--- src/dbg_pkg.sv ---
`default_nettype none

package dbg_pkg;

    // One byte on the debug stream
    typedef logic [7:0] byte_t;

    // First byte of every decodable packet and of every response
    localparam byte_t PROTOCOL_VERSION = 8'h01;

    // Command codes, second byte of a request
    localparam byte_t CMD_IDENTIFY = 8'h00;
    localparam byte_t CMD_READ     = 8'h02;
    localparam byte_t CMD_WRITE    = 8'h04;

    // Response type codes, second byte of a response
    localparam byte_t RESP_IDENTIFY = 8'h01;
    localparam byte_t RESP_READ     = 8'h03;

    // Which response the builder has to serialize
    typedef enum logic {
        IDENTIFY,
        READ
    } resp_kind_t;

    // Widest address or data field in bytes
    localparam int unsigned MAX_FIELD_BYTES = 8;

    // Counts the bytes of one address or data field
    typedef logic [$clog2(MAX_FIELD_BYTES + 1)-1:0] field_cnt_t;

endpackage

`default_nettype wire
--- src/dbg_ifs.sv ---
`default_nettype none

// Copy of every byte accepted on the slave stream, with packet boundaries
interface dbg_tap_if;
    logic            valid;
    dbg_pkg::byte_t  data;
    logic            first;
    logic            last;

    modport src (
        output valid, data, first, last
    );

    modport snk (
        input valid, data, first, last
    );
endinterface

// Response bytes, valid/ready handshake
interface dbg_byte_if;
    logic            valid;
    logic            ready;
    dbg_pkg::byte_t  data;
    logic            last;

    modport src (
        output valid, data, last,
        input  ready
    );

    modport snk (
        input  valid, data, last,
        output ready
    );
endinterface

`default_nettype wire

--- src/axis_debug_decoder.sv ---
`default_nettype none

module axis_debug_decoder #(
    parameter dbg_pkg::byte_t DEVICE_TYPE = 8'haa,
    parameter dbg_pkg::byte_t DEVICE_ID   = 8'h55,
    parameter int unsigned    ADDR_BYTES  = 2,
    parameter int unsigned    DATA_BYTES  = 3
) (
    input  wire                         i_clk,
    input  wire                         i_rst_n,

    // Slave stream, every packet is forwarded
    input  wire                         i_s_tvalid,
    output logic                        o_s_tready,
    input  wire  [7:0]                  i_s_tdata,
    input  wire                         i_s_tlast,

    // Master stream, forwarded packets and responses
    output logic                        o_m_tvalid,
    input  wire                         i_m_tready,
    output logic [7:0]                  o_m_tdata,
    output logic                        o_m_tlast,

    // Register port, request held until i_output_valid
    output logic [ADDR_BYTES*8-1:0]     o_rw_address,
    output logic [DATA_BYTES*8-1:0]     o_write_data,
    input  wire  [DATA_BYTES*8-1:0]     i_read_data,
    output logic                        o_read_request,
    output logic                        o_write_request,
    input  wire                         i_output_valid
);

    dbg_tap_if   tap_if ();
    dbg_byte_if  resp_if ();

    logic                     resp_valid;
    logic                     resp_ready;
    dbg_pkg::resp_kind_t      resp_kind;
    logic [ADDR_BYTES*8-1:0]  resp_address;
    logic [DATA_BYTES*8-1:0]  resp_data;

    dbg_stream_forwarder u_forwarder (
        .i_clk      (i_clk),
        .i_rst_n    (i_rst_n),
        .i_s_tvalid (i_s_tvalid),
        .o_s_tready (o_s_tready),
        .i_s_tdata  (i_s_tdata),
        .i_s_tlast  (i_s_tlast),
        .o_m_tvalid (o_m_tvalid),
        .i_m_tready (i_m_tready),
        .o_m_tdata  (o_m_tdata),
        .o_m_tlast  (o_m_tlast),
        .tap        (tap_if),
        .resp       (resp_if)
    );

    dbg_cmd_parser #(
        .DEVICE_TYPE (DEVICE_TYPE),
        .DEVICE_ID   (DEVICE_ID),
        .ADDR_BYTES  (ADDR_BYTES),
        .DATA_BYTES  (DATA_BYTES)
    ) u_parser (
        .i_clk           (i_clk),
        .i_rst_n         (i_rst_n),
        .tap             (tap_if),
        .o_rw_address    (o_rw_address),
        .o_write_data    (o_write_data),
        .i_read_data     (i_read_data),
        .o_read_request  (o_read_request),
        .o_write_request (o_write_request),
        .i_output_valid  (i_output_valid),
        .o_resp_valid    (resp_valid),
        .i_resp_ready    (resp_ready),
        .o_resp_kind     (resp_kind),
        .o_resp_address  (resp_address),
        .o_resp_data     (resp_data)
    );

    dbg_resp_builder #(
        .DEVICE_TYPE (DEVICE_TYPE),
        .DEVICE_ID   (DEVICE_ID),
        .ADDR_BYTES  (ADDR_BYTES),
        .DATA_BYTES  (DATA_BYTES)
    ) u_builder (
        .i_clk          (i_clk),
        .i_rst_n        (i_rst_n),
        .i_resp_valid   (resp_valid),
        .o_resp_ready   (resp_ready),
        .i_resp_kind    (resp_kind),
        .i_resp_address (resp_address),
        .i_resp_data    (resp_data),
        .out            (resp_if)
    );

endmodule

`default_nettype wire

--- src/dbg_resp_builder.sv ---
`default_nettype none

module dbg_resp_builder #(
    parameter dbg_pkg::byte_t DEVICE_TYPE = 8'haa,
    parameter dbg_pkg::byte_t DEVICE_ID   = 8'h55,
    parameter int unsigned    ADDR_BYTES  = 2,
    parameter int unsigned    DATA_BYTES  = 3
) (
    input  wire                         i_clk,
    input  wire                         i_rst_n,

    input  wire                         i_resp_valid,
    output logic                        o_resp_ready,
    input  dbg_pkg::resp_kind_t         i_resp_kind,
    input  wire  [ADDR_BYTES*8-1:0]     i_resp_address,
    input  wire  [DATA_BYTES*8-1:0]     i_resp_data,

    dbg_byte_if.src                     out
);

    typedef enum logic [3:0] {
        B_IDLE,
        B_VERSION,
        B_TYPE,
        B_DEV_TYPE,
        B_DEV_ID,
        B_ADDR_W,
        B_DATA_W,
        B_ADDR,
        B_DATA
    } build_state_t;

    build_state_t             state;
    dbg_pkg::field_cnt_t      cnt;
    dbg_pkg::resp_kind_t      kind_q;
    logic [ADDR_BYTES*8-1:0]  addr_q;
    logic [DATA_BYTES*8-1:0]  data_q;
    logic                     accept;
    logic                     fire;

    assign o_resp_ready = (state == B_IDLE);
    assign accept       = i_resp_valid && o_resp_ready;
    assign fire         = out.valid && out.ready;

    always_ff @(posedge i_clk or negedge i_rst_n) begin
        if (!i_rst_n) begin
            state <= B_IDLE;
            cnt   <= '0;
        end else if (accept) begin
            state <= B_VERSION;
        end else if (fire) begin
            cnt <= cnt - 1'b1;
            case (state)
                B_VERSION:  state <= B_TYPE;
                B_TYPE:     state <= B_DEV_TYPE;
                B_DEV_TYPE: state <= B_DEV_ID;
                B_DEV_ID: begin
                    state <= (kind_q == dbg_pkg::IDENTIFY) ? B_ADDR_W : B_ADDR;
                    cnt   <= dbg_pkg::field_cnt_t'(ADDR_BYTES - 1);
                end
                B_ADDR_W:   state <= B_DATA_W;
                B_ADDR: begin
                    if (cnt == '0) begin
                        state <= B_DATA;
                        cnt   <= dbg_pkg::field_cnt_t'(DATA_BYTES - 1);
                    end
                end
                B_DATA: begin
                    if (cnt == '0) begin
                        state <= B_IDLE;
                    end
                end
                default:    state <= B_IDLE;
            endcase
        end
    end

    // Request fields are held here, address and data shift out MSB first
    always_ff @(posedge i_clk) begin
        if (accept) begin
            kind_q <= i_resp_kind;
            addr_q <= i_resp_address;
            data_q <= i_resp_data;
        end else if (fire && state == B_ADDR) begin
            addr_q <= addr_q << 8;
        end else if (fire && state == B_DATA) begin
            data_q <= data_q << 8;
        end
    end

    always_comb begin
        case (state)
            B_VERSION:  out.data = dbg_pkg::PROTOCOL_VERSION;
            B_TYPE:     out.data = (kind_q == dbg_pkg::IDENTIFY) ? dbg_pkg::RESP_IDENTIFY
                                                                 : dbg_pkg::RESP_READ;
            B_DEV_TYPE: out.data = DEVICE_TYPE;
            B_DEV_ID:   out.data = DEVICE_ID;
            B_ADDR_W:   out.data = dbg_pkg::byte_t'(ADDR_BYTES);
            B_DATA_W:   out.data = dbg_pkg::byte_t'(DATA_BYTES);
            B_ADDR:     out.data = addr_q[ADDR_BYTES*8-1 -: 8];
            B_DATA:     out.data = data_q[DATA_BYTES*8-1 -: 8];
            default:    out.data = '0;
        endcase
    end

    assign out.valid = (state != B_IDLE);
    assign out.last  = (state == B_DATA_W) || (state == B_DATA && cnt == '0);

endmodule

`default_nettype wire

--- src/dbg_cmd_parser.sv ---
`default_nettype none

module dbg_cmd_parser #(
    parameter dbg_pkg::byte_t DEVICE_TYPE = 8'haa,
    parameter dbg_pkg::byte_t DEVICE_ID   = 8'h55,
    parameter int unsigned    ADDR_BYTES  = 2,
    parameter int unsigned    DATA_BYTES  = 3
) (
    input  wire                         i_clk,
    input  wire                         i_rst_n,

    dbg_tap_if.snk                      tap,

    output logic [ADDR_BYTES*8-1:0]     o_rw_address,
    output logic [DATA_BYTES*8-1:0]     o_write_data,
    input  wire  [DATA_BYTES*8-1:0]     i_read_data,
    output logic                        o_read_request,
    output logic                        o_write_request,
    input  wire                         i_output_valid,

    output logic                        o_resp_valid,
    input  wire                         i_resp_ready,
    output dbg_pkg::resp_kind_t         o_resp_kind,
    output logic [ADDR_BYTES*8-1:0]     o_resp_address,
    output logic [DATA_BYTES*8-1:0]     o_resp_data
);

    typedef logic [ADDR_BYTES*8-1:0] addr_t;
    typedef logic [DATA_BYTES*8-1:0] data_t;

    typedef enum logic [2:0] {
        P_IDLE,
        P_CMD,
        P_DEV_TYPE,
        P_DEV_ID,
        P_ADDR,
        P_DATA,
        P_REG_WAIT,
        P_RESP_WAIT
    } parse_state_t;

    parse_state_t         state;
    dbg_pkg::field_cnt_t  cnt;
    logic                 is_write;
    addr_t                addr_q;
    data_t                wdata_q;
    data_t                rdata_q;

    always_ff @(posedge i_clk or negedge i_rst_n) begin
        if (!i_rst_n) begin
            state           <= P_IDLE;
            cnt             <= '0;
            is_write        <= 1'b0;
            o_read_request  <= 1'b0;
            o_write_request <= 1'b0;
            o_resp_valid    <= 1'b0;
        end else begin
            case (state)
                P_IDLE: begin
                    if (tap.valid && tap.first && !tap.last &&
                        tap.data == dbg_pkg::PROTOCOL_VERSION) begin
                        state <= P_CMD;
                    end
                end
                P_CMD: begin
                    if (tap.valid) begin
                        if (tap.data == dbg_pkg::CMD_IDENTIFY) begin
                            o_resp_valid <= 1'b1;
                            state        <= P_RESP_WAIT;
                        end else if (!tap.last && (tap.data == dbg_pkg::CMD_READ ||
                                                   tap.data == dbg_pkg::CMD_WRITE)) begin
                            is_write <= (tap.data == dbg_pkg::CMD_WRITE);
                            state    <= P_DEV_TYPE;
                        end else begin
                            state <= P_IDLE;
                        end
                    end
                end
                P_DEV_TYPE: begin
                    if (tap.valid) begin
                        state <= (tap.data == DEVICE_TYPE && !tap.last) ? P_DEV_ID : P_IDLE;
                    end
                end
                P_DEV_ID: begin
                    if (tap.valid) begin
                        state <= (tap.data == DEVICE_ID && !tap.last) ? P_ADDR : P_IDLE;
                        cnt   <= dbg_pkg::field_cnt_t'(ADDR_BYTES - 1);
                    end
                end
                P_ADDR: begin
                    if (tap.valid) begin
                        cnt <= cnt - 1'b1;
                        if (cnt == '0) begin
                            if (!is_write) begin
                                o_read_request <= 1'b1;
                                state          <= P_REG_WAIT;
                            end else if (tap.last) begin
                                state <= P_IDLE;
                            end else begin
                                cnt   <= dbg_pkg::field_cnt_t'(DATA_BYTES - 1);
                                state <= P_DATA;
                            end
                        end else if (tap.last) begin
                            state <= P_IDLE;
                        end
                    end
                end
                P_DATA: begin
                    if (tap.valid) begin
                        cnt <= cnt - 1'b1;
                        if (cnt == '0) begin
                            o_write_request <= 1'b1;
                            state           <= P_REG_WAIT;
                        end else if (tap.last) begin
                            state <= P_IDLE;
                        end
                    end
                end
                P_REG_WAIT: begin
                    if (i_output_valid) begin
                        o_read_request  <= 1'b0;
                        o_write_request <= 1'b0;
                        o_resp_valid    <= !is_write;
                        state           <= is_write ? P_IDLE : P_RESP_WAIT;
                    end
                end
                P_RESP_WAIT: begin
                    if (i_resp_ready) begin
                        o_resp_valid <= 1'b0;
                        state        <= P_IDLE;
                    end
                end
                default: state <= P_IDLE;
            endcase
        end
    end

    // Fields arrive MSB first and are shifted in from the bottom
    always_ff @(posedge i_clk) begin
        if (state == P_CMD && tap.valid) begin
            o_resp_kind <= (tap.data == dbg_pkg::CMD_IDENTIFY) ? dbg_pkg::IDENTIFY
                                                               : dbg_pkg::READ;
        end
        if (state == P_ADDR && tap.valid) begin
            addr_q <= addr_t'({addr_q, tap.data});
        end
        if (state == P_DATA && tap.valid) begin
            wdata_q <= data_t'({wdata_q, tap.data});
        end
        if (state == P_REG_WAIT && i_output_valid && !is_write) begin
            rdata_q <= i_read_data;
        end
    end

    assign o_rw_address   = addr_q;
    assign o_write_data   = wdata_q;
    assign o_resp_address = addr_q;
    assign o_resp_data    = rdata_q;

endmodule

`default_nettype wire

--- src/dbg_stream_forwarder.sv ---
`default_nettype none

module dbg_stream_forwarder (
    input  wire             i_clk,
    input  wire             i_rst_n,

    input  wire             i_s_tvalid,
    output logic            o_s_tready,
    input  wire  [7:0]      i_s_tdata,
    input  wire             i_s_tlast,

    output logic            o_m_tvalid,
    input  wire             i_m_tready,
    output dbg_pkg::byte_t  o_m_tdata,
    output logic            o_m_tlast,

    dbg_tap_if.src          tap,
    dbg_byte_if.snk         resp
);

    typedef enum logic [1:0] {
        IDLE,
        FORWARD,
        INSERT
    } fwd_state_t;

    fwd_state_t      state;
    fwd_state_t      state_nxt;

    // Two-entry buffer between slave and master
    dbg_pkg::byte_t  buf_data [2];
    logic            buf_last [2];
    logic            wr_ptr;
    logic            rd_ptr;
    logic [1:0]      count;
    logic [1:0]      count_nxt;

    logic            in_packet;
    logic            in_packet_nxt;
    logic            s_ready_q;
    logic            s_ready_nxt;
    logic            push;
    logic            pop;

    assign o_s_tready = s_ready_q;
    assign push       = i_s_tvalid && s_ready_q;
    assign pop        = (state != INSERT) && (count != 2'd0) && i_m_tready;

    always_comb begin
        count_nxt     = count + {1'b0, push} - {1'b0, pop};
        in_packet_nxt = push ? !i_s_tlast : in_packet;

        state_nxt = state;
        case (state)
            IDLE: begin
                // A byte accepted in this cycle wins over a waiting response
                if (push) begin
                    state_nxt = FORWARD;
                end else if (resp.valid) begin
                    state_nxt = INSERT;
                end
            end
            FORWARD: begin
                if (!in_packet_nxt && count_nxt == 2'd0) begin
                    state_nxt = resp.valid ? INSERT : IDLE;
                end
            end
            INSERT: begin
                if (resp.valid && resp.last && i_m_tready) begin
                    state_nxt = IDLE;
                end
            end
            default: state_nxt = IDLE;
        endcase

        // Closed once tlast is held until that byte has gone out
        s_ready_nxt = (state_nxt != INSERT) &&
                      (in_packet_nxt ? (count_nxt != 2'd2) : (count_nxt == 2'd0));
    end

    always_ff @(posedge i_clk or negedge i_rst_n) begin
        if (!i_rst_n) begin
            state     <= IDLE;
            wr_ptr    <= 1'b0;
            rd_ptr    <= 1'b0;
            count     <= 2'd0;
            in_packet <= 1'b0;
            s_ready_q <= 1'b0;
        end else begin
            state     <= state_nxt;
            count     <= count_nxt;
            in_packet <= in_packet_nxt;
            s_ready_q <= s_ready_nxt;
            if (push) begin
                wr_ptr <= !wr_ptr;
            end
            if (pop) begin
                rd_ptr <= !rd_ptr;
            end
        end
    end

    always_ff @(posedge i_clk) begin
        if (push) begin
            buf_data[wr_ptr] <= i_s_tdata;
            buf_last[wr_ptr] <= i_s_tlast;
        end
    end

    // Master side is fed by the response while inserting
    assign o_m_tvalid = (state == INSERT) ? resp.valid : (count != 2'd0);
    assign o_m_tdata  = (state == INSERT) ? resp.data  : buf_data[rd_ptr];
    assign o_m_tlast  = (state == INSERT) ? resp.last  : buf_last[rd_ptr];
    assign resp.ready = (state == INSERT) && i_m_tready;

    assign tap.valid = push;
    assign tap.data  = i_s_tdata;
    assign tap.first = !in_packet;
    assign tap.last  = i_s_tlast;

endmodule

`default_nettype wire

--- config.mk ---
export PLATFORM = sky130hd
export DESIGN_NAME = axis_debug_decoder
export DESIGN_NICKNAME = d
export VERILOG_FILES = /design/src/dbg_pkg.sv /design/src/dbg_ifs.sv /design/src/axis_debug_decoder.sv /design/src/dbg_resp_builder.sv /design/src/dbg_cmd_parser.sv /design/src/dbg_stream_forwarder.sv
export SDC_FILE = /design/constraint.sdc
export NUM_CORES = 1
export LEC_CHECK = 0
export BUFFER_PORTS_ARGS = -buffer_cell sky130_fd_sc_hd__clkbuf_2
export CAP_MARGIN = 10
export CORE_ASPECT_RATIO = 0.7
export CORE_MARGIN = 2
export CORE_UTILIZATION = 37
export CTS_CLUSTER_SIZE = 30
export DETAILED_ROUTE_END_ITERATION = 7
export HOLD_SLACK_MARGIN = 0.05
export MAX_ROUTING_LAYER = met4
export SETUP_SLACK_MARGIN = 0.02
export SYNTH_ARGS = -nofsm -noshare
export SYNTH_HDL_FRONTEND = slang
export SYNTH_HIERARCHICAL = 1
export SYNTH_SLANG_ARGS = --single-unit
--- constraint.sdc ---
create_clock -name i_clk -period 2.58 [get_ports i_clk]
set_input_delay 0.258 -clock i_clk [delete_from_list [all_inputs] [get_ports i_clk]]
set_output_delay 0.258 -clock i_clk [all_outputs]
set_load 0.1 [all_outputs]
=== After elaboration in Yosys (flattened, before gate mapping) ===
Memories as Yosys holds them, arrays and structs flattened.
Cells that the tools add are included.

* Bitwise logic cells: 2
* Mux-type cells: 68
* Reductions and logical operators: 57
* Equal/unequal tests: 40
* $add $sub $neg: 4

{| class="wikitable"
|+ Operators with widths
! cell !! number
|-
| $mux 24 || 3
|-
| $pmux 8 s8 || 1
|-
| $mux 3 || 16
|-
| $mux 4 || 11
|-
| $mux 16 || 2
|-
| $pmux 4 s7 || 1
|-
| $logic_and 1x1->1 || 24
|-
| $pmux 3 s8 || 1
|-
| $ne 2x2->1 const B || 11
|-
| $mux 2 || 9
|-
| $mux 1 || 17
|-
| $eq 4x3->1 const B || 4
|-
| $eq 3x3->1 const B || 4
|-
| $logic_not 4->1 || 3
|-
| $pmux 4 s3 || 1
|-
| $reduce_and 4->1 || 3
|-
| $reduce_bool 2->1 || 6
|-
| $ne 2x1->1 const B || 5
|-
| $reduce_and 5->1 || 2
|-
| $eq 4x2->1 const B || 2
|-
| $eq 8x1->1 const B || 1
|-
| $eq 8x2->1 const B || 1
|-
| $eq 8x3->1 const B || 1
|-
| $eq 8x7->1 const B || 1
|-
| other kinds (27) || 41
|}

* Memories kept: 2
* Logic and storage cells: 194
* Memory bits (writable): 18
* Register bits after elaboration: 133

{| class="wikitable"
|+ Memories
! name !! words !! bits a word !! rd ports !! clocked after memory_dff !! wr ports !! line !! RTL
|-
| u_forwarder.buf_data || 2 || 8 || 1 || 0 || 1 || dbg_stream_forwarder.sv:31 || <nowiki>dbg_pkg::byte_t buf_data [2];</nowiki>
|-
| u_forwarder.buf_last || 2 || 1 || 1 || 0 || 1 || dbg_stream_forwarder.sv:32 || <nowiki>logic buf_last [2];</nowiki>
|}

=== Depth between registers and ports, before layout ===
Gate-level depths: netlist of the first run.

* Word-level depth: 10
* Depth in mapped cells: 9

=== Cells and area by module ===
The synthesis of the first run kept the hierarchy.

{| class="wikitable"
|+ Modules (own cells, without submodules)
! module !! times used !! cells each !! area an instance (um2)
|-
| dbg_cmd_parser || 1 || 194 || 2969.1
|-
| dbg_resp_builder || 1 || 194 || 2507.4
|-
| dbg_stream_forwarder || 1 || 98 || 1211.2
|}

=== Worst setup path before layout of the first run ===
OpenSTA, ideal clock, no wires.

* Kind: register to register
* From: reg u_forwarder.s_ready_q (netlist: u_forwarder/o_s_tready)
* To: reg u_parser.addr_q[0] (netlist: u_parser/o_resp_address[0]) (enable)
* Stages on the path, launching flop included: 6
* Clock period less this slack: 3.180 ns
* Arrival: 2.770 ns
* Path buffers: 1
* Data required time: 2.171 ns
* Setup slack: -0.600 ns
* Library setup time: 0.409 ns
* Path through: dfrtp_1 -> nand2_1 -> inv_1 -> buf_2 -> nand2_1 -> nor3_1

* Cells in the longest elaborated chain, start to end: 2

{| class="wikitable"
|+ Ends and longest elaborated chain
! element !! line !! RTL
|-
| start, declared || dbg_stream_forwarder.sv:40 || <nowiki>logic s_ready_q;</nowiki>
|-
| start signal, assigned || dbg_stream_forwarder.sv:93 || <nowiki>s_ready_q <= s_ready_nxt;</nowiki>
|-
| $logic_and 1x1->1 || dbg_stream_forwarder.sv:46 || <nowiki>assign push = i_s_tvalid && s_ready_q;</nowiki>
|-
| via tap_if.valid || dbg_ifs.sv:5 || <nowiki>logic valid;</nowiki>
|-
| $logic_and 1x1->1 || dbg_cmd_parser.sv:144 || <nowiki>if (state == P_ADDR && tap.valid) begin</nowiki>
|-
| end signal, assigned || dbg_cmd_parser.sv:145 || <nowiki>addr_q <= addr_t'({addr_q, tap.data});</nowiki>
|-
| end, declared || dbg_cmd_parser.sv:45 || <nowiki>addr_t addr_q;</nowiki>
|}

The timed path passes the listed nets, and every way through them passes these cells.
A chain may end at the register's enable or synchronous reset.

=== Worst setup path after layout of the first run ===
* From: reg u_builder.state[0]
* To: out o_m_tdata[3]

* Cells in the longest elaborated chain, start to end: 3
* Elaborated cells between the ends (all ways): 10

{| class="wikitable"
|+ Ends and longest elaborated chain
! element !! line !! RTL
|-
| start, declared || dbg_resp_builder.sv:33 || <nowiki>build_state_t state;</nowiki>
|-
| start signal, assigned || dbg_resp_builder.sv:58 || <nowiki>state <= (kind_q == dbg_pkg::IDENTIFY) ? B_ADDR_W : B_ADDR;</nowiki>
|-
| $eq 4x4->1, or another cell as far along || dbg_resp_builder.sv:92 || <nowiki>case (state)</nowiki>
|-
| $pmux 8 s8 * || dbg_resp_builder.sv:92 ||
|-
| via resp_if.data[3] || dbg_ifs.sv:23 || <nowiki>dbg_pkg::byte_t data;</nowiki>
|-
| $mux 8 * || dbg_stream_forwarder.sv:112 || <nowiki>assign o_m_tdata = (state == INSERT) ? resp.data : buf_data[rd_ptr];</nowiki>
|-
| end, declared || axis_debug_decoder.sv:21 || <nowiki>output logic [7:0] o_m_tdata,</nowiki>
|}

Mark *: on every way through the listed nets, which the timed path passes. The rest lies on a longest branch.

==> results.md, run 1 <==
- Outcome: finished clean
- Initial antenna violation count: 0
- Setup CP Type: reg -> out
- Die area: 19200 um2
- Cell Area, Synth: 6690 um2
- Die height: 116 um
- Drt wl/cell: 17.1 um
- Post-synthesis cell count: 486
- Initial drt markers: 432
- Top cells by area, synth: edfxtp_1 56%, dfrtp_1 10%, mux2_4 4.3%
- CP cell instances: buf_4, or2_2, nor2_2, a22o_1, nand2_1, o21ai_0, buf_12
- GP Congestion: 0.848
- Layout cells sized above 1: 0.313
- Worst rel slew slack: 0.413
- Post-Synth XOR/XNOR Area: 0.00917
- Max VDD drop: 1.43 mV
- Vias: 4163
- Fmax: 415 MHz
- CTS tree: built
- Post-DR vias/cell: 4.98
- Clock Sinks: 151
- Critical Path Max Stage Delay: 0.38 ns
- Synth cell types: 69
- Largest family of logic cells by synthesized area: simple AND/OR/NAND/NOR gates
- Adder-cell share of the synthesized area: 0.0109
- Tcrit/Tclk final: 0.935
- Synth warn: 6
- Clk root buf: clkbuf_16
- Mapped Nets: 529
- Worst-skew pair later-pin latency: 0.42 ns
- Core box area: 17900 um2
- Max-slew violations: 0
- Compound-Gate Fraction of Synth Area: 0.0819
- Tmin final: 2.41 ns
- Total Nets Final: 630
- Worst hold-check path type: in -> reg
- Setup TNS: 0 ns
- Setup-failing EPs final: 0
- Total gr overflow: 0
- Die W: 165 um
- Pre-antenna DRT Iters: 5
- RSZ-0062 raised after global routing: false
- Clock Skew: 0.0109 ns
- M1 GR Usage: 0.233
- Gr usage total: 0.162
- Top cell type by total area after synthesis: edfxtp_1
- Detail Placement HPWL: 9860 um
- GR Util met2: 0.224
- Sequential element share of the synthesized area: 0.658
- Final wirelength: 14300 um
- DRC: 0
- Row cnt: 41
- CP max-delay cell: dfrtp_1
- CP arrival: 2.15 ns
- Yosys reg bits: 151
- Post-CTS Setup Inserts: 0
- WP data required: 2.32 ns
- Largest net degree at the start of global routing: 28
- Max clock buf depth: 2
- Synth Area per Inst: 13.8 um2
- Multiplexer share of the synthesized area: 0.0692
- Vias in the first global route: 4033
- Non-Filler Instances: 836
- DP Cell Count: 779
- Endpoints failing hold: 0
- Area growth syn-to-layout: 24.0%
- Synth Area in Simple Gates: 0.117
- Io pins: 91
- Number of synthesized flops with an enable pin: 124
- Post-synth ARST share: 0.179
- Power per Cell Area: 1050 nW/um2
- Worst-path fanout max: 16
- Leak: 0.00328 uW
- CP Capture Type: output port
- Antenna viol nets, final: 0
- First-pass GRT wire length: 22400 um
- CTS buffer count: 17
- Antenna diode count: 0
- CTS H-tree depth: 4
- Slew @ Worst Pin: 0.878 ns
- Critical path startpoint category: flip-flop
- Top-area cell type share of the netlist area: 0.557
- Worst-path clk slew: 0.06 ns
- Port Buffers: 90
- M3 GR Usage: 0.0501
- Max-cap violations: 0
- Most used routing layer: met1
- Synth Flop Type: edfxtp_1
- Starting Density: 0.375
## layout by cell type, fill, tap and decap left out, types with 8 or more instances in the layout
cell           synthesis  final
and3_1                18     18
nand2_1               33     33
dfrtp_1               27     25
a21oi_1               24     23
o21ai_0               29     26
mux2i_1               11     11
dlygate4sd3_1          0     25
inv_1                 16     16
nor2_1                23     19
clkbuf_2               1     80
mux2_4                19     19
buf_4                 25     14
nand2b_1               8      8
clkbuf_16              0     17
buf_12                 0     10
edfxtp_1             124    124
## registers in the layout, summed over array words and instances (netlist names), 2 cells and up
register	count
u_builder/addr_q	16
u_builder/cnt	4
u_builder/data_q	24
u_builder/state	4
u_forwarder/buf_data	16
u_forwarder/buf_last	2
u_forwarder/count	2
u_forwarder/state	2
u_parser/cnt	4
u_parser/o_resp_address	16
u_parser/o_resp_data	24
u_parser/o_write_data	24
u_parser/state	3
## power by group
group / switching, uW / total [uW] / internal (uW)
Clock: 991 / 2530 / 1540
Sequential: 250 / 3070 / 2820
Combinational: 2020 / 3130 / 1110
Total: 3260 / 8730 / 5470
## cell usage after synthesis (2+ instances only)
cell / n
mux2_2: 5
edfxtp_1: 124
nor3b_1: 3
o22ai_1: 2
o41ai_1: 2
nand4_1: 2
inv_2: 2
o211ai_1: 3
xor2_1: 3
ha_1: 5
nand2_1: 33
xnor2_1: 4
and3_1: 18
or4_1: 2
nor4b_1: 2
buf_2: 6
nand3_1: 6
nand4b_1: 4
nor4_1: 4
nor2b_1: 5
or3_4: 2
dfrtp_1: 27
mux2i_1: 11
nor3_1: 8
o21ai_1: 3
buf_4: 25
nand2b_1: 8
mux2_4: 19
clkbuf_1: 10
o21ai_0: 29
a22o_1: 3
nor4_2: 2
inv_1: 16
nand3b_1: 3
and2_1: 2
a31oi_1: 2
buf_1: 3
buf_6: 2
nor2_1: 23
a21oi_1: 24
## metrics by stage
stage | hold slack [ns] | total power, uW | util | setup slack [ns] | instance area (um2)
floorplan | -0.0376 | 5140 | - | -0.514 | 6700
global placement | 0.365 | 6080 | 0.415 | 0.508 | 7410
detailed placement | 0.378 | 6150 | 0.415 | 0.395 | 7410
CTS | 0.155 | 8720 | 0.463 | 0.0300 | 8270
global route | 0.158 | 9150 | 0.464 | 0.0411 | 8290
finish | 0.169 | 8730 | 0.464 | 0.168 | 8290
## path summary, 6_finish.rpt
check / slack [ns] / from / to / cells after the start
max in group asynchronous: 1.58 / i_rst_n / u_builder/state[3]$_DFFE_PN0P_ / 2
min in group asynchronous: 0.46 / i_rst_n / u_parser/o_resp_valid$_DFFE_PN0P_ / 2
hold reg to reg: 0.42 / u_parser/o_resp_kind$_DFFE_PP_ / u_builder/kind_q$_DFFE_PN_ / 0
hold / removal: 0.17 / i_s_tdata[3] / u_parser/o_resp_address[3]$_DFFE_PP_ / 1
setup / recovery: 0.17 / u_builder/state[0]$_DFFE_PN0P_ / o_m_tdata[3] / 7
setup reg to reg: 0.35 / u_forwarder/state[1]$_DFF_PN0_ / u_forwarder/state[0]$_DFF_PN0_ / 9
## repair_timing
| item | 4_1_cts | 5_1_grt |
|---|---|---|
| endpoints found under the hold margin | 51 | 0 |
| resized for setup | 0 | 10 |
| hold buffers | 25 | 0 |
| setup endpoints to repair | 0 | 9 |
## layer usage
metal  part of all wire  vias up
met5                  0        -
li1                   -     1990
met3              0.066       13
met1               0.47     2019
met4             0.0083        0
met2               0.45      141
## worst max-delay path: cells and delay by family, from the launching register on
kind,cells,cell delay [ns]
buffers and inverters,2,0.42
DFF,1,0.38
and+or+nand+nor,3,0.59
AOI/OAI and AO/OA,2,0.35
## area by class of cell
| cell class | count | area, um2 |
|---|---|---|
| fill | 1621 | 9560 |
| clock inverter | 13 | 171 |
| tap | 236 | 295 |
| clock buffer | 19 | 433 |
| inverter | 18 | 67.6 |
| sequential | 151 | 4400 |
| timing repair buffer | 129 | 956 |
| multi-input combinational | 270 | 1970 |
## cells by family (layout without fill, tap and decap cells)
family | after synthesis | count (layout)
muxes | 36 | 36
xor gates and xnor gates | 7 | 7
DFF | 151 | 151
AOI/OAI and AO/OA | 86 | 86
adders and majority gates | 6 | 6
and+or+nand+nor | 135 | 135
buffers and inverters | 65 | 179
(Power assumes the default switching activity.)
==> inputs of run 2 (changes only) <==
clock period = 3 ns   (was 2.58 ns; I/O delays follow)
==> run 2 against run 1 <==
Compared with the run above: final cell count is 1.1% lower; via count is 0.14% higher; design area is 3.3% lower; routed wire length is 0.22% lower; critical endpoint unchanged.
==> results.md, run 2 (synthesis gave the netlist of run 1 again) <==
- Outcome: finished clean
- Util after Layout: 0.449
- Post-DR vias/cell: 5.04
- Core box area: 17900 um2
- Fmax: 358 MHz
- Clock Sinks: 151
- Die area: 19200 um2
- DP Worst Slack: 0.456 ns
- Io pins: 91
- Setup WS post-layout: 0.205 ns
- Gr usage total: 0.162
- CP Capture Type: output port
- Layout fillers: 1623
- Endpoints failing hold: 0
- Post-Place Cell Area: 7230 um2
- CTS tree: built
- Initial drt markers: 323
- GP Congestion: 0.853
- Largest net degree at the start of global routing: 28
- Hold path endpoint: u_parser/o_resp_data[2]$_DFFE_PP_
- Starting Density: 0.375
- Vias: 4169
- Hold_sp: i_read_data[2]
- Power per Cell Area: 870 nW/um2
- Pre-antenna DRT Iters: 5
- Most frequent cells in the layout: 124 x edfxtp_1, 89 x clkbuf_2, 33 x nand2_1, 29 x o21ai_0, 26 x dfrtp_1
- Post-CTS Setup Inserts: 0
- DRC: 0
- Hold Path Cell Cnt: 1
- Final instance area: 8020 um2
- Max-cap violations: 0
- Total Nets Final: 621
- First-pass GRT wire length: 22300 um
- Clk root buf: clkbuf_16
- Port Buffers: 90
- Initial antenna violation count: 0
- Worst rel slew slack: 0.439
- Total gr overflow: 0
- Die height: 116 um
- Tmin final: 2.80 ns
- Row cnt: 41
- Area of the multi-input gates: 1940 um2
- Leak: 0.00319 uW
- Setup CP Type: reg -> out
- Critical path startpoint category: flip-flop
- Reg2Reg Capture Point: u_parser/state[0]$_DFFE_PN0P_
- Worst-skew pair later-pin latency: 0.42 ns
- Area growth syn-to-layout: 19.9%
- Worst r2r src: u_builder/state[1]$_DFFE_PN0P_
- R2R Setup Slk: 0.54 ns
- Hold_ws: 0.0740 ns
- Worst-path clk slew: 0.06 ns
- R2R depth: 7
- Drt wl/cell: 17.2 um
- Sequential cell area: 4400 um2
- RSZ-0062 raised after global routing: true
- Max clock buf depth: 2
- Max VDD drop: 1.42 mV
- CTS H-tree depth: 4
- Max-slew violations: 0
- Die W: 165 um
- Layout cells sized above 1: 0.299
- Clock Skew: 0.00885 ns
- CP arrival: 2.50 ns
- Worst-path fanout max: 21
- Final Power: 6970 uW
- Worst hold-check path type: in -> reg
- Slew @ Worst Pin: 0.839 ns
- Antenna viol nets, final: 0
- Tcrit/Tclk final: 0.932
- Final wirelength: 14200 um
- Antenna diode count: 0
- Setup-failing EPs final: 0
- Vias in the first global route: 4061
- WP data required: 2.70 ns
- CTS buffer count: 17
- Detail Placement HPWL: 10000 um
- Most common cell after layout, fill and taps aside: edfxtp_1
==> run 2: changes by cell type in the layout (fill, tap and decap cells not counted), sizes merged <==
cell,before,now
buf,24,10
clkbuf,99,107
clkinv,5,10
dlygate4sd3,25,20
inv,21,19
clkinvlp,2,1
==> run 2: power by group <==
part | internal (uW) | switching, uW | leakage (uW)
clock | 1290 | 816 | 0.000287
sequential | 2420 | 281 | 0.00148
combinational | 593 | 1560 | 0.00142
total | 4310 | 2660 | 0.00319
==> run 2: final cells by class <==
| cell class | instances | share of cell area |
|---|---|---|
| clock buffers | 17 | 0.0531 |
| inverters | 18 | 0.00843 |
| multi-input cells | 270 | 0.242 |
| repair buffers | 120 | 0.0908 |
| clock inverters | 15 | 0.0198 |
| flip-flops and latches | 151 | 0.549 |
| well taps | 236 | 0.0368 |
==> run 2: how the worst max path moves through the flow <==
stage          depth (start not counted)  slack (ns)            to                           start
6_report                               6        0.20  o_m_tdata[3]  u_builder/state[1]$_DFFE_PN0P_
3_5_place_dp                           6        0.46     o_m_tlast  u_builder/state[2]$_DFFE_PN0P_
2_1_floorplan                          3       -0.14  o_m_tdata[0]  u_forwarder/state[1]$_DFF_PN0_
5_1_grt                                8        0.02     o_m_tlast    u_builder/cnt[0]$_DFFE_PN0P_
4_1_cts                                6        0.12     o_m_tlast  u_builder/state[2]$_DFFE_PN0P_
3_3_place_gp                           6        0.53     o_m_tlast  u_builder/state[2]$_DFFE_PN0P_
==> run 2: stage by stage <==
stage | instances | TNS, ns
2_1_floorplan | 486 | -1.23
3_5_place_dp | 775 | 0
4_1_cts | 826 | 0
5_1_grt | 827 | 0
6_report | 827 | 0
3_3_place_gp | 775 | 0
==> run 2: metal layers <==
layer  GRT usage  vias to the layer above  share of wire
met1       0.227                     2071           0.48
met3      0.0440                        9          0.054
li1            -                     1980              -
met2       0.227                      109           0.46
met5           -                        -              0
met4      0.0510                        0         0.0075
==> run 2: repair_timing <==
| action | 4_1_cts | 5_1_grt |
|---|---|---|
| gates cloned | 0 | 0 |
| gates resized for setup | 1 | 3 |
| endpoints found under the hold margin | 45 | 1 |
| setup endpoints to repair | 1 | 3 |
| hold buffers | 19 | 1 |
==> run 2: critical path, stage by stage, from the launching register on <==
cell      delay (ns)
dfrtp_1         0.60
or2_2           0.41
nor2_1          0.25
a22o_1          0.20
nand2_1         0.05
o21ai_0         0.08
clkbuf_2        0.50
==> inputs of run 3 (changes only) <==
CORE_MARGIN = unset   (was 2)
PLACE_DENSITY = 0.67   (was unset)
==> run 3 against run 2 <==
Compared with the run above: largest cell class unchanged; global-route usage rose by 0.27 points; clock power fell by 6%; critical endpoint unchanged; routed wire length fell by 0.21%; combinational power barely moved; critical path type unchanged; clock-buffer cell count rose by 2.
==> results.md, run 3 (synthesis gave the netlist of run 1 again) <==
- Die W: 163 um
- Vias in the first global route: 4112
- Max-slew violations: 0
- Worst-skew pair later-pin latency: 0.41 ns
- Outcome: finished clean
- Die height: 114 um
- CP cell instances: or2_2, nor2_1, a22o_1, nand2_1, o21ai_0, clkbuf_2
- Core box area: 17400 um2
- Power per Cell Area: 867 nW/um2
- Port Buffers: 90
- Worst r2r src: u_builder/state[0]$_DFFE_PN0P_
- WP data required: 2.70 ns
- Leak: 0.00314 uW
- Post-CTS Setup Inserts: 0
- Starting Density: 0.384
- Area growth syn-to-layout: 18.4%
- Vias: 4183
- Row cnt: 40
- Slew @ Worst Pin: 0.897 ns
- Max-cap violations: 0
- Max VDD drop: 1.36 mV
- Layout cells sized above 1: 0.303
- Max clock buf depth: 2
- Io pins: 91
- Drt wl/cell: 17.4 um
- CTS tree: built
- RSZ-0062 raised after global routing: false
- Worst-path fanout max: 17
- Tcrit/Tclk final: 0.931
- CTS buffer count: 17
- Antenna diode count: 0
- Final instance area: 7920 um2
- Worst rel slew slack: 0.400
- Setup-failing EPs final: 0
- Clock Skew: 0.00754 ns
- Antenna viol nets, final: 0
- CP arrival: 2.49 ns
- Final wirelength: 14200 um
- Tmin final: 2.79 ns
- Clock Sinks: 151
- Largest net degree at the start of global routing: 28
- Crit path launch: u_builder/state[0]$_DFFE_PN0P_
- Post-DR vias/cell: 5.13
- Initial antenna violation count: 0
- Critical Path Max Stage Delay: 0.55 ns
- CP max-delay cell: dfrtp_1
- Critical path startpoint category: flip-flop
- Detail Placement HPWL: 9900 um
- Most frequent cells in the layout: 124 x edfxtp_1, 89 x clkbuf_2, 33 x nand2_1, 29 x o21ai_0, 26 x dfrtp_1
- Initial drt markers: 434
- GP Congestion: 0.877
- Fmax: 358 MHz
- Hold_ws: 0.0655 ns
- Gr usage total: 0.164
- CTS H-tree depth: 4
- CP Capture Type: output port
- Worst-path clk slew: 0.06 ns
- Total gr overflow: 0
- Total Nets Final: 615
- DRC: 0
- Worst hold-check path type: in -> reg
- Post-Place Cell Area: 7220 um2
- First-pass GRT wire length: 22000 um
- Die area: 18600 um2
- Clk root buf: clkbuf_16
- Pre-antenna DRT Iters: 5
- Hold_sp: i_read_data[12]
- Endpoints failing hold: 0
- Setup CP Type: reg -> out
- Most common cell after layout, fill and taps aside: edfxtp_1
-- run 3: cell types whose count changed in the layout (fill, tap and decap cells not counted) --
cell	before	now
nor2b_2	1	0
clkinv_2	4	2
clkbuf_1	0	2
clkinv_1	4	1
clkinv_4	2	3
bufinv_16	3	1
inv_8	0	2
dlygate4sd3_1	20	14
clkinvlp_4	1	3
nor2b_1	4	5
-- run 3: report_power, final --
group | switching (uW) | internal, uW
logic | 1600 | 587
registers | 259 | 2420
clock network | 841 | 1150
total | 2700 | 4160
-- run 3: what timing repair did --
action	in CTS	in global routing
resized for setup	0	3
hold buffers	12	2
endpoints found under the hold margin	38	2
endpoints found under the setup margin	0	5
-- run 3: per-layer routing --
layer  up-vias  wire [um]  global-route usage
met1      2048       6480               0.215
met2       140       6540               0.238
li1       1975          -                   -
met4         0        197              0.0592
met5         -          0                   -
met3        20        996              0.0532
-- run 3: per-stage QoR --
step | setup slack (ns) | instances | power [uW] | setup TNS, ns | util
2_1_floorplan | -0.136 | 486 | 4430 | -1.23 | -
3_3_place_gp | 0.566 | 770 | 4800 | 0 | 0.415
3_5_place_dp | 0.503 | 770 | 4870 | 0 | 0.415
4_1_cts | 0.0849 | 814 | 6890 | 0 | 0.453
5_1_grt | 0.0720 | 816 | 7190 | 0 | 0.455
6_report | 0.207 | 816 | 6870 | 0 | 0.455
-- run 3: critical path: cells and delay by family, from the launching register on --
family | cells | cell delay (ns)
AOI/OAI and AO/OA | 2 | 0.31
buffers and inverters | 1 | 0.49
DFF | 1 | 0.55
and+or+nand+nor | 3 | 0.72
-- run 3: cell type report --
class	instances	area [um2]
Multi-Input combinational cell	270	1940
Clock inverter	13	124
Clock buffer	19	433
Inverter	18	67.6
Fill cell	1577	9500
Sequential cell	151	4400
Timing Repair Buffer	114	668
Tap cell	231	289
-- run 3: worst paths after layout --
path                                                       to  slack, ns  cells past startpoint
setup / recovery                                 o_m_tdata[3]       0.21                      6
hold / removal             u_parser/o_resp_data[12]$_DFFE_PP_       0.07                      1
setup reg to reg                u_parser/state[0]$_DFFE_PN0P_       0.50                      7
hold reg to reg                    u_builder/kind_q$_DFFE_PN_       0.42                      0
max in group asynchronous      u_builder/state[2]$_DFFE_PN0P_       1.97                      2
min in group asynchronous        u_builder/cnt[2]$_DFFE_PN0P_       0.50                      2
